==> config.mk <==
export PLATFORM = sky130hd
export DESIGN_NAME = lbpTop
export DESIGN_NICKNAME = d
export VERILOG_FILES = /design/src/logic/lbpTypesPkg.sv /design/src/logic/lbpGeometryPkg.sv /design/src/logic/lbpWindowIf.sv /design/src/logic/rasterScanner.sv /design/src/logic/lineWindowBuffer.sv /design/src/logic/interpolationCalc.sv /design/src/logic/lbpEncoder.sv /design/src/logic/lbpTop.sv
export SDC_FILE = /design/constraint.sdc
export NUM_CORES = 2
export LEC_CHECK = 0
export BUFFER_PORTS_ARGS = -buffer_cell sky130_fd_sc_hd__buf_2
export CORE_ASPECT_RATIO = 2
export CORE_MARGIN = 2
export CORE_UTILIZATION = 60
export DETAILED_ROUTE_END_ITERATION = 16
export GPL_ROUTABILITY_DRIVEN = 1
export PLACE_DENSITY = 0.74
export SYNTH_ARGS = -nofsm -noshare
export SYNTH_HDL_FRONTEND = slang
export SYNTH_SLANG_ARGS = --single-unit
==> constraint.sdc <==
create_clock -name clk -period 19.44 [get_ports clk]
set_input_delay 1.944 -clock clk [delete_from_list [all_inputs] [get_ports clk]]
set_output_delay 1.944 -clock clk [all_outputs]
set_load 0.01 [all_outputs]
==> src/logic/lbpTypesPkg.sv <==
package lbpTypesPkg;

  // Gray value of one pixel.
  typedef logic [7:0] pixelT;

  // Interpolation coefficient in Q0.16.
  typedef logic [15:0] weightT;

  // Interpolated value in Q8.16.
  typedef logic [23:0] sampleT;

  // Bit k holds the sample at k * 45 degrees, counted counterclockwise.
  // Zero degrees points toward increasing column.
  typedef logic [7:0] codeT;

  // Column or row index within a frame.
  typedef logic [9:0] coordT;

  // Raster scanner states.
  typedef enum logic [1:0] {
    waitFrame,
    fillLines,
    streaming
  } scanStateT;

endpackage

==> src/logic/lbpGeometryPkg.sv <==
package lbpGeometryPkg;
  import lbpTypesPkg::*;

  localparam int MinRadius = 2;
  localparam int MaxRadius = 8;

  // Signed row or column distance from the window center.
  typedef logic signed [4:0] offsetT;

  // Row offset in bits 9:5, column offset in bits 4:0.
  typedef logic [9:0] cellOriginT;

  ////////////////////
  // Coefficient table

  // Each radius has three distinct weights p, q and r.
  // The angle decides which of them lands on which corner.
  function automatic weightT cornerWeight(int radius, int angle, int corner);
    logic [47:0] triple;
    logic [7:0]  sel;
    logic [1:0]  pick;
    case (radius)
      2:       triple = {16'h3E1D, 16'h57D8, 16'h2BEC};
      3:       triple = {16'h1B4A, 16'hC5A6, 16'h03C4};
      4:       triple = {16'h2463, 16'h0789, 16'hAFB0};
      5:       triple = {16'h3FAD, 16'h3739, 16'h496B};
      6:       triple = {16'h2F0B, 16'h92D6, 16'h0F12};
      7:       triple = {16'h0C37, 16'h00A5, 16'hE6EA};
      8:       triple = {16'h39B3, 16'h1E24, 16'h6E73};
      default: triple = '0;
    endcase
    // Corner 0 sits in the top two bits. Selector 0 is p, 1 is q and 2 is r.
    case (angle)
      45:      sel = {2'd0, 2'd2, 2'd1, 2'd0};
      135:     sel = {2'd2, 2'd0, 2'd0, 2'd1};
      225:     sel = {2'd0, 2'd1, 2'd2, 2'd0};
      315:     sel = {2'd1, 2'd0, 2'd0, 2'd2};
      default: sel = '0;
    endcase
    pick = sel[6 - 2 * corner +: 2];
    return triple[47 - 16 * pick -: 16];
  endfunction

  // The four truncated weights of a cell sum to slightly less than one.
  function automatic weightT unityWeight(int radius, int angle);
    int sum;
    sum = 0;
    for (int k = 0; k < 4; k++) begin
      sum += int'(cornerWeight(radius, angle, k));
    end
    return weightT'(sum);
  endfunction

  ////////////////////
  // Diagonal cells

  function automatic cellOriginT cellOrigin(int radius, int angle);
    int reach;
    int rowOff;
    int colOff;
    // Floor of radius * cos 45.
    case (radius)
      2:       reach = 1;
      3, 4:    reach = 2;
      5:       reach = 3;
      6, 7:    reach = 4;
      default: reach = 5;
    endcase
    // Rows grow downward, so a positive sine moves up.
    case (angle)
      45: begin
        rowOff = -(reach + 1);
        colOff = reach;
      end
      135: begin
        rowOff = -(reach + 1);
        colOff = -(reach + 1);
      end
      225: begin
        rowOff = reach;
        colOff = -(reach + 1);
      end
      default: begin
        rowOff = reach;
        colOff = reach;
      end
    endcase
    return {offsetT'(rowOff), offsetT'(colOff)};
  endfunction

endpackage

==> src/logic/lbpWindowIf.sv <==
`timescale 1ns/1ns

interface lbpWindowIf import lbpTypesPkg::*; #(
  parameter int Radius      = 2,
  parameter int ImageWidth  = 16,
  parameter int ImageHeight = 12
) (
  input logic clk,
  input logic rst_n
);

  localparam int WinSize = 2 * Radius + 1;

  // Row 0 is the top line and column 0 the leftmost pixel.
  pixelT [WinSize-1:0][WinSize-1:0] window;
  logic  windowValid;
  coordT centerCol;
  coordT centerRow;

  modport source (output window, windowValid, centerCol, centerRow);
  modport sink (input window, windowValid);

  // The scanner only marks windows whose neighborhood lies inside the frame.
  assert property (@(posedge clk) disable iff (!rst_n)
    windowValid |-> centerCol >= coordT'(Radius)
                 && centerCol < coordT'(ImageWidth - Radius)
                 && centerRow >= coordT'(Radius)
                 && centerRow < coordT'(ImageHeight - Radius))
    else $error("window centered outside the image interior");

endinterface

==> src/logic/rasterScanner.sv <==
`timescale 1ns/1ns

module rasterScanner import lbpTypesPkg::*; #(
  parameter int Radius      = 2,
  parameter int ImageWidth  = 16,
  parameter int ImageHeight = 12
) (
  input  logic  clk,
  input  logic  rst_n,
  input  logic  pixelValid,
  input  pixelT pixel,
  input  logic  frameStart,
  output logic  scanValid,
  output pixelT scanPixel,
  output logic  windowReady,
  output coordT col,
  output coordT row
);

  localparam coordT LastCol = coordT'(ImageWidth - 1);
  localparam coordT LastRow = coordT'(ImageHeight - 1);
  localparam coordT Span    = coordT'(2 * Radius);

  scanStateT state;
  coordT     colCnt;
  coordT     rowCnt;
  logic      accept;

  // A frameStart pixel is always at (0, 0), whatever the counters hold.
  assign col    = frameStart ? '0 : colCnt;
  assign row    = frameStart ? '0 : rowCnt;
  assign accept = pixelValid && (frameStart || state != waitFrame);

  assign scanValid   = accept;
  assign scanPixel   = pixel;
  assign windowReady = accept && !frameStart && state == streaming && col >= Span;

  always_ff @(posedge clk) begin
    if (!rst_n) begin
      state  <= waitFrame;
      colCnt <= '0;
      rowCnt <= '0;
    end else if (accept) begin
      if (col == LastCol) begin
        colCnt <= '0;
        rowCnt <= row + 1'b1;
        if (row == LastRow) begin
          state <= waitFrame;
        end else if (row + 1'b1 >= Span) begin
          state <= streaming;
        end else begin
          state <= fillLines;
        end
      end else begin
        colCnt <= col + 1'b1;
        if (frameStart) begin
          rowCnt <= '0;
          state  <= fillLines;
        end
      end
    end
  end

  // Pixels beyond the last row need a new frameStart first.
  assert property (@(posedge clk) disable iff (!rst_n)
    pixelValid && !frameStart |-> rowCnt <= LastRow)
    else $error("pixel arrived past the last image row without a frameStart");

endmodule

==> src/logic/lineWindowBuffer.sv <==
`timescale 1ns/1ns

module lineWindowBuffer import lbpTypesPkg::*; #(
  parameter int Radius     = 2,
  parameter int ImageWidth = 16
) (
  input  logic       clk,
  input  logic       rst_n,
  input  logic       scanValid,
  input  pixelT      scanPixel,
  input  logic       windowReady,
  input  coordT      col,
  input  coordT      row,
  lbpWindowIf.source win
);

  localparam int Lines    = 2 * Radius;
  localparam int WinSize  = 2 * Radius + 1;
  localparam int AddrBits = $clog2(ImageWidth);

  // Line 0 holds the oldest row, line Lines-1 the row just above the input.
  pixelT lineMem [Lines][ImageWidth];

  logic [AddrBits-1:0] addr;
  pixelT [WinSize-1:0] newColumn;

  assign addr = col[AddrBits-1:0];

  // The column entering the window, top row first and the new pixel last.
  always_comb begin
    for (int k = 0; k < Lines; k++) begin
      newColumn[k] = lineMem[k][addr];
    end
    newColumn[Lines] = scanPixel;
  end

  ////////////////////
  // Line memories

  // Every line moves up by one at this column.
  always_ff @(posedge clk) begin
    if (scanValid) begin
      for (int k = 0; k < Lines; k++) begin
        lineMem[k][addr] <= newColumn[k + 1];
      end
    end
  end

  ////////////////////
  // Register window

  always_ff @(posedge clk) begin
    if (scanValid) begin
      for (int r = 0; r < WinSize; r++) begin
        for (int c = 0; c < WinSize - 1; c++) begin
          win.window[r][c] <= win.window[r][c + 1];
        end
        win.window[r][WinSize - 1] <= newColumn[r];
      end
    end
  end

  always_ff @(posedge clk) begin
    if (windowReady) begin
      win.centerCol <= col - coordT'(Radius);
      win.centerRow <= row - coordT'(Radius);
    end
  end

  always_ff @(posedge clk) begin
    if (!rst_n) begin
      win.windowValid <= 1'b0;
    end else begin
      win.windowValid <= windowReady;
    end
  end

endmodule

==> src/logic/interpolationCalc.sv <==
`timescale 1ns/1ns

module interpolationCalc import lbpTypesPkg::*, lbpGeometryPkg::*; #(
  parameter int Radius = 2,
  parameter int Angle  = 45
) (
  input  logic   clk,
  input  logic   rst_n,
  input  pixelT  a,
  input  pixelT  b,
  input  pixelT  c,
  input  pixelT  d,
  output sampleT sample
);

  // A gets (1-dx)(1-dy), B gets dx(1-dy), C gets (1-dx)dy and D gets dx*dy.
  localparam weightT WeightA = cornerWeight(Radius, Angle, 0);
  localparam weightT WeightB = cornerWeight(Radius, Angle, 1);
  localparam weightT WeightC = cornerWeight(Radius, Angle, 2);
  localparam weightT WeightD = cornerWeight(Radius, Angle, 3);

  sampleT productA;
  sampleT productB;
  sampleT productC;
  sampleT productD;
  sampleT sumAB;
  sampleT sumCD;

  // Multiply, pair sums, final sum. One new sample may enter every cycle.
  always_ff @(posedge clk) begin
    productA <= sampleT'(WeightA) * sampleT'(a);
    productB <= sampleT'(WeightB) * sampleT'(b);
    productC <= sampleT'(WeightC) * sampleT'(c);
    productD <= sampleT'(WeightD) * sampleT'(d);
    sumAB    <= productA + productB;
    sumCD    <= productC + productD;
    sample   <= sumAB + sumCD;
  end

  // The weight table only covers these radii and the four diagonals.
  assert property (@(posedge clk) disable iff (!rst_n)
    Radius >= MinRadius && Radius <= MaxRadius
    && (Angle == 45 || Angle == 135 || Angle == 225 || Angle == 315))
    else $error("interpolator built for an unsupported radius or angle");

endmodule

==> src/logic/lbpEncoder.sv <==
`timescale 1ns/1ns

module lbpEncoder import lbpTypesPkg::*, lbpGeometryPkg::*; #(
  parameter int Radius = 2
) (
  input  logic     clk,
  input  logic     rst_n,
  lbpWindowIf.sink win,
  output logic     codeValid,
  output codeT     code
);

  // Matches the interpolator pipeline.
  localparam int Depth = 3;

  pixelT       center;
  pixelT [3:0] whole;
  sampleT      diagSample [4];
  sampleT      diagRef [4];
  pixelT       centerDly [Depth];
  pixelT [3:0] wholeDly [Depth];
  logic [Depth-1:0] validDly;
  codeT        nextCode;

  // Whole pixels at 0, 90, 180 and 270 degrees. Up is a smaller row index.
  assign center   = win.window[Radius][Radius];
  assign whole[0] = win.window[Radius][2 * Radius];
  assign whole[1] = win.window[0][Radius];
  assign whole[2] = win.window[Radius][0];
  assign whole[3] = win.window[2 * Radius][Radius];

  ////////////////////
  // Diagonal samples

  for (genvar k = 0; k < 4; k++) begin : gDiag
    localparam int         Angle  = 45 + 90 * k;
    localparam cellOriginT Origin = cellOrigin(Radius, Angle);
    localparam int         RowA   = Radius + int'(offsetT'(Origin[9:5]));
    localparam int         ColA   = Radius + int'(offsetT'(Origin[4:0]));
    localparam weightT     Unity  = unityWeight(Radius, Angle);

    interpolationCalc #(
      .Radius(Radius),
      .Angle (Angle)
    ) uInterp (
      .clk   (clk),
      .rst_n (rst_n),
      .a     (win.window[RowA][ColA]),
      .b     (win.window[RowA][ColA + 1]),
      .c     (win.window[RowA + 1][ColA]),
      .d     (win.window[RowA + 1][ColA + 1]),
      .sample(diagSample[k])
    );

    // The center is scaled by the cell's own weight sum, so a flat area sets the bit.
    assign diagRef[k] = sampleT'(centerDly[Depth - 1]) * sampleT'(Unity);
  end

  ////////////////////
  // Alignment and compare

  always_ff @(posedge clk) begin
    if (!rst_n) begin
      validDly <= '0;
    end else begin
      validDly <= {validDly[Depth-2:0], win.windowValid};
    end
  end

  always_ff @(posedge clk) begin
    centerDly[0] <= center;
    wholeDly[0]  <= whole;
    for (int i = 1; i < Depth; i++) begin
      centerDly[i] <= centerDly[i - 1];
      wholeDly[i]  <= wholeDly[i - 1];
    end
  end

  // Even bits come from whole pixels, odd bits from the diagonals.
  always_comb begin
    for (int k = 0; k < 4; k++) begin
      nextCode[2 * k]     = wholeDly[Depth - 1][k] >= centerDly[Depth - 1];
      nextCode[2 * k + 1] = diagSample[k] >= diagRef[k];
    end
  end

  always_ff @(posedge clk) begin
    code <= nextCode;
    if (!rst_n) begin
      codeValid <= 1'b0;
    end else begin
      codeValid <= validDly[Depth - 1];
    end
  end

  // Every code traces back to a window presented four cycles earlier.
  assert property (@(posedge clk) disable iff (!rst_n)
    codeValid |-> $past(win.windowValid, Depth + 1))
    else $error("code emitted without a matching window");

endmodule

==> src/logic/lbpTop.sv <==
`timescale 1ns/1ns

module lbpTop import lbpTypesPkg::*; #(
  parameter int Radius      = 2,
  parameter int ImageWidth  = 16,
  parameter int ImageHeight = 12
) (
  input  logic  clk,
  input  logic  rst_n,
  input  logic  pixelValid,
  input  pixelT pixel,
  input  logic  frameStart,
  output logic  codeValid,
  output codeT  code
);

  logic  scanValid;
  pixelT scanPixel;
  logic  windowReady;
  coordT col;
  coordT row;

  lbpWindowIf #(
    .Radius     (Radius),
    .ImageWidth (ImageWidth),
    .ImageHeight(ImageHeight)
  ) winIf (
    .clk  (clk),
    .rst_n(rst_n)
  );

  rasterScanner #(
    .Radius     (Radius),
    .ImageWidth (ImageWidth),
    .ImageHeight(ImageHeight)
  ) uScanner (
    .clk        (clk),
    .rst_n      (rst_n),
    .pixelValid (pixelValid),
    .pixel      (pixel),
    .frameStart (frameStart),
    .scanValid  (scanValid),
    .scanPixel  (scanPixel),
    .windowReady(windowReady),
    .col        (col),
    .row        (row)
  );

  lineWindowBuffer #(
    .Radius    (Radius),
    .ImageWidth(ImageWidth)
  ) uBuffer (
    .clk        (clk),
    .rst_n      (rst_n),
    .scanValid  (scanValid),
    .scanPixel  (scanPixel),
    .windowReady(windowReady),
    .col        (col),
    .row        (row),
    .win        (winIf.source)
  );

  lbpEncoder #(
    .Radius(Radius)
  ) uEncoder (
    .clk      (clk),
    .rst_n    (rst_n),
    .win      (winIf.sink),
    .codeValid(codeValid),
    .code     (code)
  );

endmodule

==> out/results.ini <==
[status]
status=finished clean

[clock_tree]
cts-root-buf=clkbuf_16
post_cts_resized=0
cts_tree=yes
post_cts_buffers=0
clockBufferDepth=4
htree_levels=4
clk_pin_slew_worst_paths_ps=70
worstSkewPairLatency_ps=780
numCtsBuffers=141
cts.sink_count=1487
hold_buffers=0

[pwr]
power_per_cell_area_nw_per_um2=171
p_leak_uw=0.0417
peakVddDrop_mv=0.153

[grt]
grt_pass1_vias=60300
antenna_found_initial=2
grt_pass1_wl_mm=311
overflow=0
gr-usage-all-layers_pct=26.9
grt_max_degree=137

[timing]
grt_setup_unrepaired=no
post-route-period-util_pct=34.5
finalCriticalPeriod_ps=6710
finalHoldViolations=0
worst_slew_pin_slew_ps=1280
max_freq_ghz=0.149
max_slew_margin_pct=14.1
drv_slew=0
setup_violations=0
fin_skew_ps=42.5
setup_tns_ps=0

[detailed_routing]
route.detailed.drc=0
viasPerCell=5.78
drt-initial-drc-count=2731
post_drt_wl_per_cell_um=20.4
num_vias=55400
firstDrtPassIters=6
wl_mm=196
ant_nets=0

[worst_setup_path]
r2r-start=uEncoder.centerDly[0][21]
crit_fanout=5
required_ps=20100
startpoint_type=flop
ff2ff_path_depth=22
cp.arrival_ps=7370
r2r_end=uEncoder.code[5]
endpoint=uEncoder.code[5]
rrSetupSlack_ps=12730
startpoint=uEncoder.centerDly[0][21]
endpoint_kind=flop
crit_type=reg -> reg

[final_layout]
fillers=10800
design_area_um2=94300
final_common_cell=ha_1
finalNetCount=9324
drive_gt1_share_pct=5.17
area_growth_pct=8.16
final_cell_mix=ha_1 (1202), inv_1 (907), dfxtp_1 (773), edfxtp_1 (712), fa_1 (508)

[floorplan]
initial_utilization_pct=60.5
io_pins=21
coreArea_um2=144000
die_area_um2=149000
die-height_um=543
fp.dieW_um=274
rows=197

[synthesis]
syn_area_um2=87200
yosys_warnings=0
synthCells=7494
synth_nets=9216
synth_area_leaders=edfxtp_1 (25%), dfxtp_1 (18%), ha_1 (17%), fa_1 (12%), inv_1 (3.9%)
avgSynthCellArea_um2=11.6
ys_seq_elements=1487
synth_top_area_share_pct=24.5
synth.distinct_cells=81
synth_top_area_cell=edfxtp_1
async_flop_share_pct=0
synth_flop_cell=dfxtp_1
seq_area_frac_synth_pct=42.3
synth-edff-count=712

[placed_design]
place_congestion=0.938
port_buffers=20
place_area_um2=89700
hpwl_mm=150

[run]
cap_violations=0

[worst_hold_path]
hold_path.class=reg -> reg

[layout make-up]
cell class | count | area [um2] | share of cell area, %
Clock buffer | 169 | 3880 | 4.11
Timing Repair Buffer | 58 | 398 | 0.422
Clock inverter | 70 | 731 | 0.775
Inverter | 911 | 3430 | 3.64
Sequential cell | 1487 | 36900 | 39.1
Tap cell | 1890 | 2360 | 2.51
Antenna cell | 2 | 5.00 | 0.00530
Multi-Input combinational cell | 5003 | 46600 | 49.4
[report_power, final]
part           total (uW)  internal [uW]  switching (uW)  leakage, uW
registers            4440           4080             359       0.0130
logic                8950           3870            5080       0.0264
clock network        2780           1590            1190      0.00228
total               16200           9540            6630       0.0417
[registers in the layout, summed over array words and instances (netlist names), 3 cells and up]
register and count:
uBuffer.lineMem 512, uBuffer.win.window 200, uEncoder.centerDly 24, uEncoder.code 8, uEncoder.gDiag.uInterp.productA 84, uEncoder.gDiag.uInterp.productB 84, uEncoder.gDiag.uInterp.productC 84, uEncoder.gDiag.uInterp.productD 84
uEncoder.gDiag.uInterp.sample 96, uEncoder.gDiag.uInterp.sumAB 94, uEncoder.gDiag.uInterp.sumCD 94, uEncoder.validDly 3, uEncoder.wholeDly 96, uScanner.colCnt 10, uScanner.rowCnt 10
[synthesized netlist by cell type, types with 14 or more instances]
master     count
buf_1         18
nor2_1       270
ha_1        1202
fa_1         508
a31oi_1       75
nand4_1       21
dfxtp_1      775
a21boi_0      19
o21a_1        68
or2_2         29
xor2_1       108
o21ai_0      249
a211oi_1      67
a21oi_1      348
xnor2_1      357
nand3_1      142
nor2b_1      120
and3_1        66
inv_1        908
a21o_1       130
nor3_1       129
a211o_1       20
mux4_2        28
edfxtp_1     712
mux2i_1      160
nand2_1      365
and2_1        38
o31ai_1       28
or3_1         46
o21bai_1      46
a31o_2        14
clkbuf_1      75
nand2b_1      76
o41ai_1       17
o2111ai_1     14
a32oi_1       27
[worst max-delay path, cell delays in order, from the launching register on]
cell      delay, ps
dfxtp_1         370
fa_1            670
inv_1           150
fa_1            540
inv_1            50
fa_1            500
inv_1            50
fa_1            500
inv_1            40
ha_1            350
o21ai_0         180
nand2b_1         70
a31o_2          270
o31a_1          260
o41ai_1         500
o21bai_1        110
a21oi_1         210
xor2_1          590
ha_1            360
a21oi_1         140
a21oi_1          60
maj3_2          310
maj3_2          310
[how the worst min path moves through the flow]
stage,from,end,slack (ps),cells past startpoint
2_1_floorplan,uEncoder.centerDly[0][2],uEncoder.centerDly[0][10],310,0
3_3_place_gp,uEncoder.gDiag[3].uInterp.productC[0],uEncoder.gDiag[3].uInterp.sumCD[0],310,0
3_5_place_dp,uEncoder.gDiag[0].uInterp.productA[0],uEncoder.gDiag[0].uInterp.sumAB[0],310,0
4_1_cts,uEncoder.wholeDly[0][36],uEncoder.wholeDly[0][68],310,0
5_1_grt,uEncoder.wholeDly[0][36],uEncoder.wholeDly[0][68],320,0
6_report,uEncoder.wholeDly[0][36],uEncoder.wholeDly[0][68],310,0
[kinds of logic (layout without fill, tap and decap cells)]
| kind of cell | after synthesis | count (layout) | synth area share [%] |
|---|---|---|---|
| mux | 200 | 200 | 2.71 |
| fa+ha+maj | 1715 | 1715 | 29.0 |
| other cells | 0 | 2 | 0 |
| xor+xnor | 466 | 466 | 4.69 |
| simple gates | 1349 | 1349 | 7.54 |
| buf+inv | 1004 | 1208 | 4.32 |
| flops | 1487 | 1487 | 42.3 |
| compound gates | 1273 | 1273 | 9.48 |
[metrics by stage]
stage / utilization, % / hold slack, ps / power (uW) / worst slack (ps) / cells
finish: 65.4 / 310 / 16200 / 12730 / 9590
global route: 65.4 / 316 / 17500 / 12390 / 9589
CTS: 65.4 / 310 / 16300 / 12760 / 9588
detailed placement: 62.2 / 312 / 13400 / 12690 / 9349
global placement: 62.2 / 310 / 13200 / 12810 / 9349
floorplan: - / 310 / 11100 / 9320 / 7494
[routing by layer]
| metal | track usage [%] | vias up | share of wire, % |
|---|---|---|---|
| li1 | - | 26400 | - |
| met1 | 25.6 | 27000 | 33 |
| met2 | 53.7 | 1309 | 56 |
| met3 | 2.69 | 669 | 3.2 |
| met4 | 17.0 | 0 | 7.1 |
| met5 | 0 | - | 0 |
No activity file was read; power rests on OpenSTA's default activity.
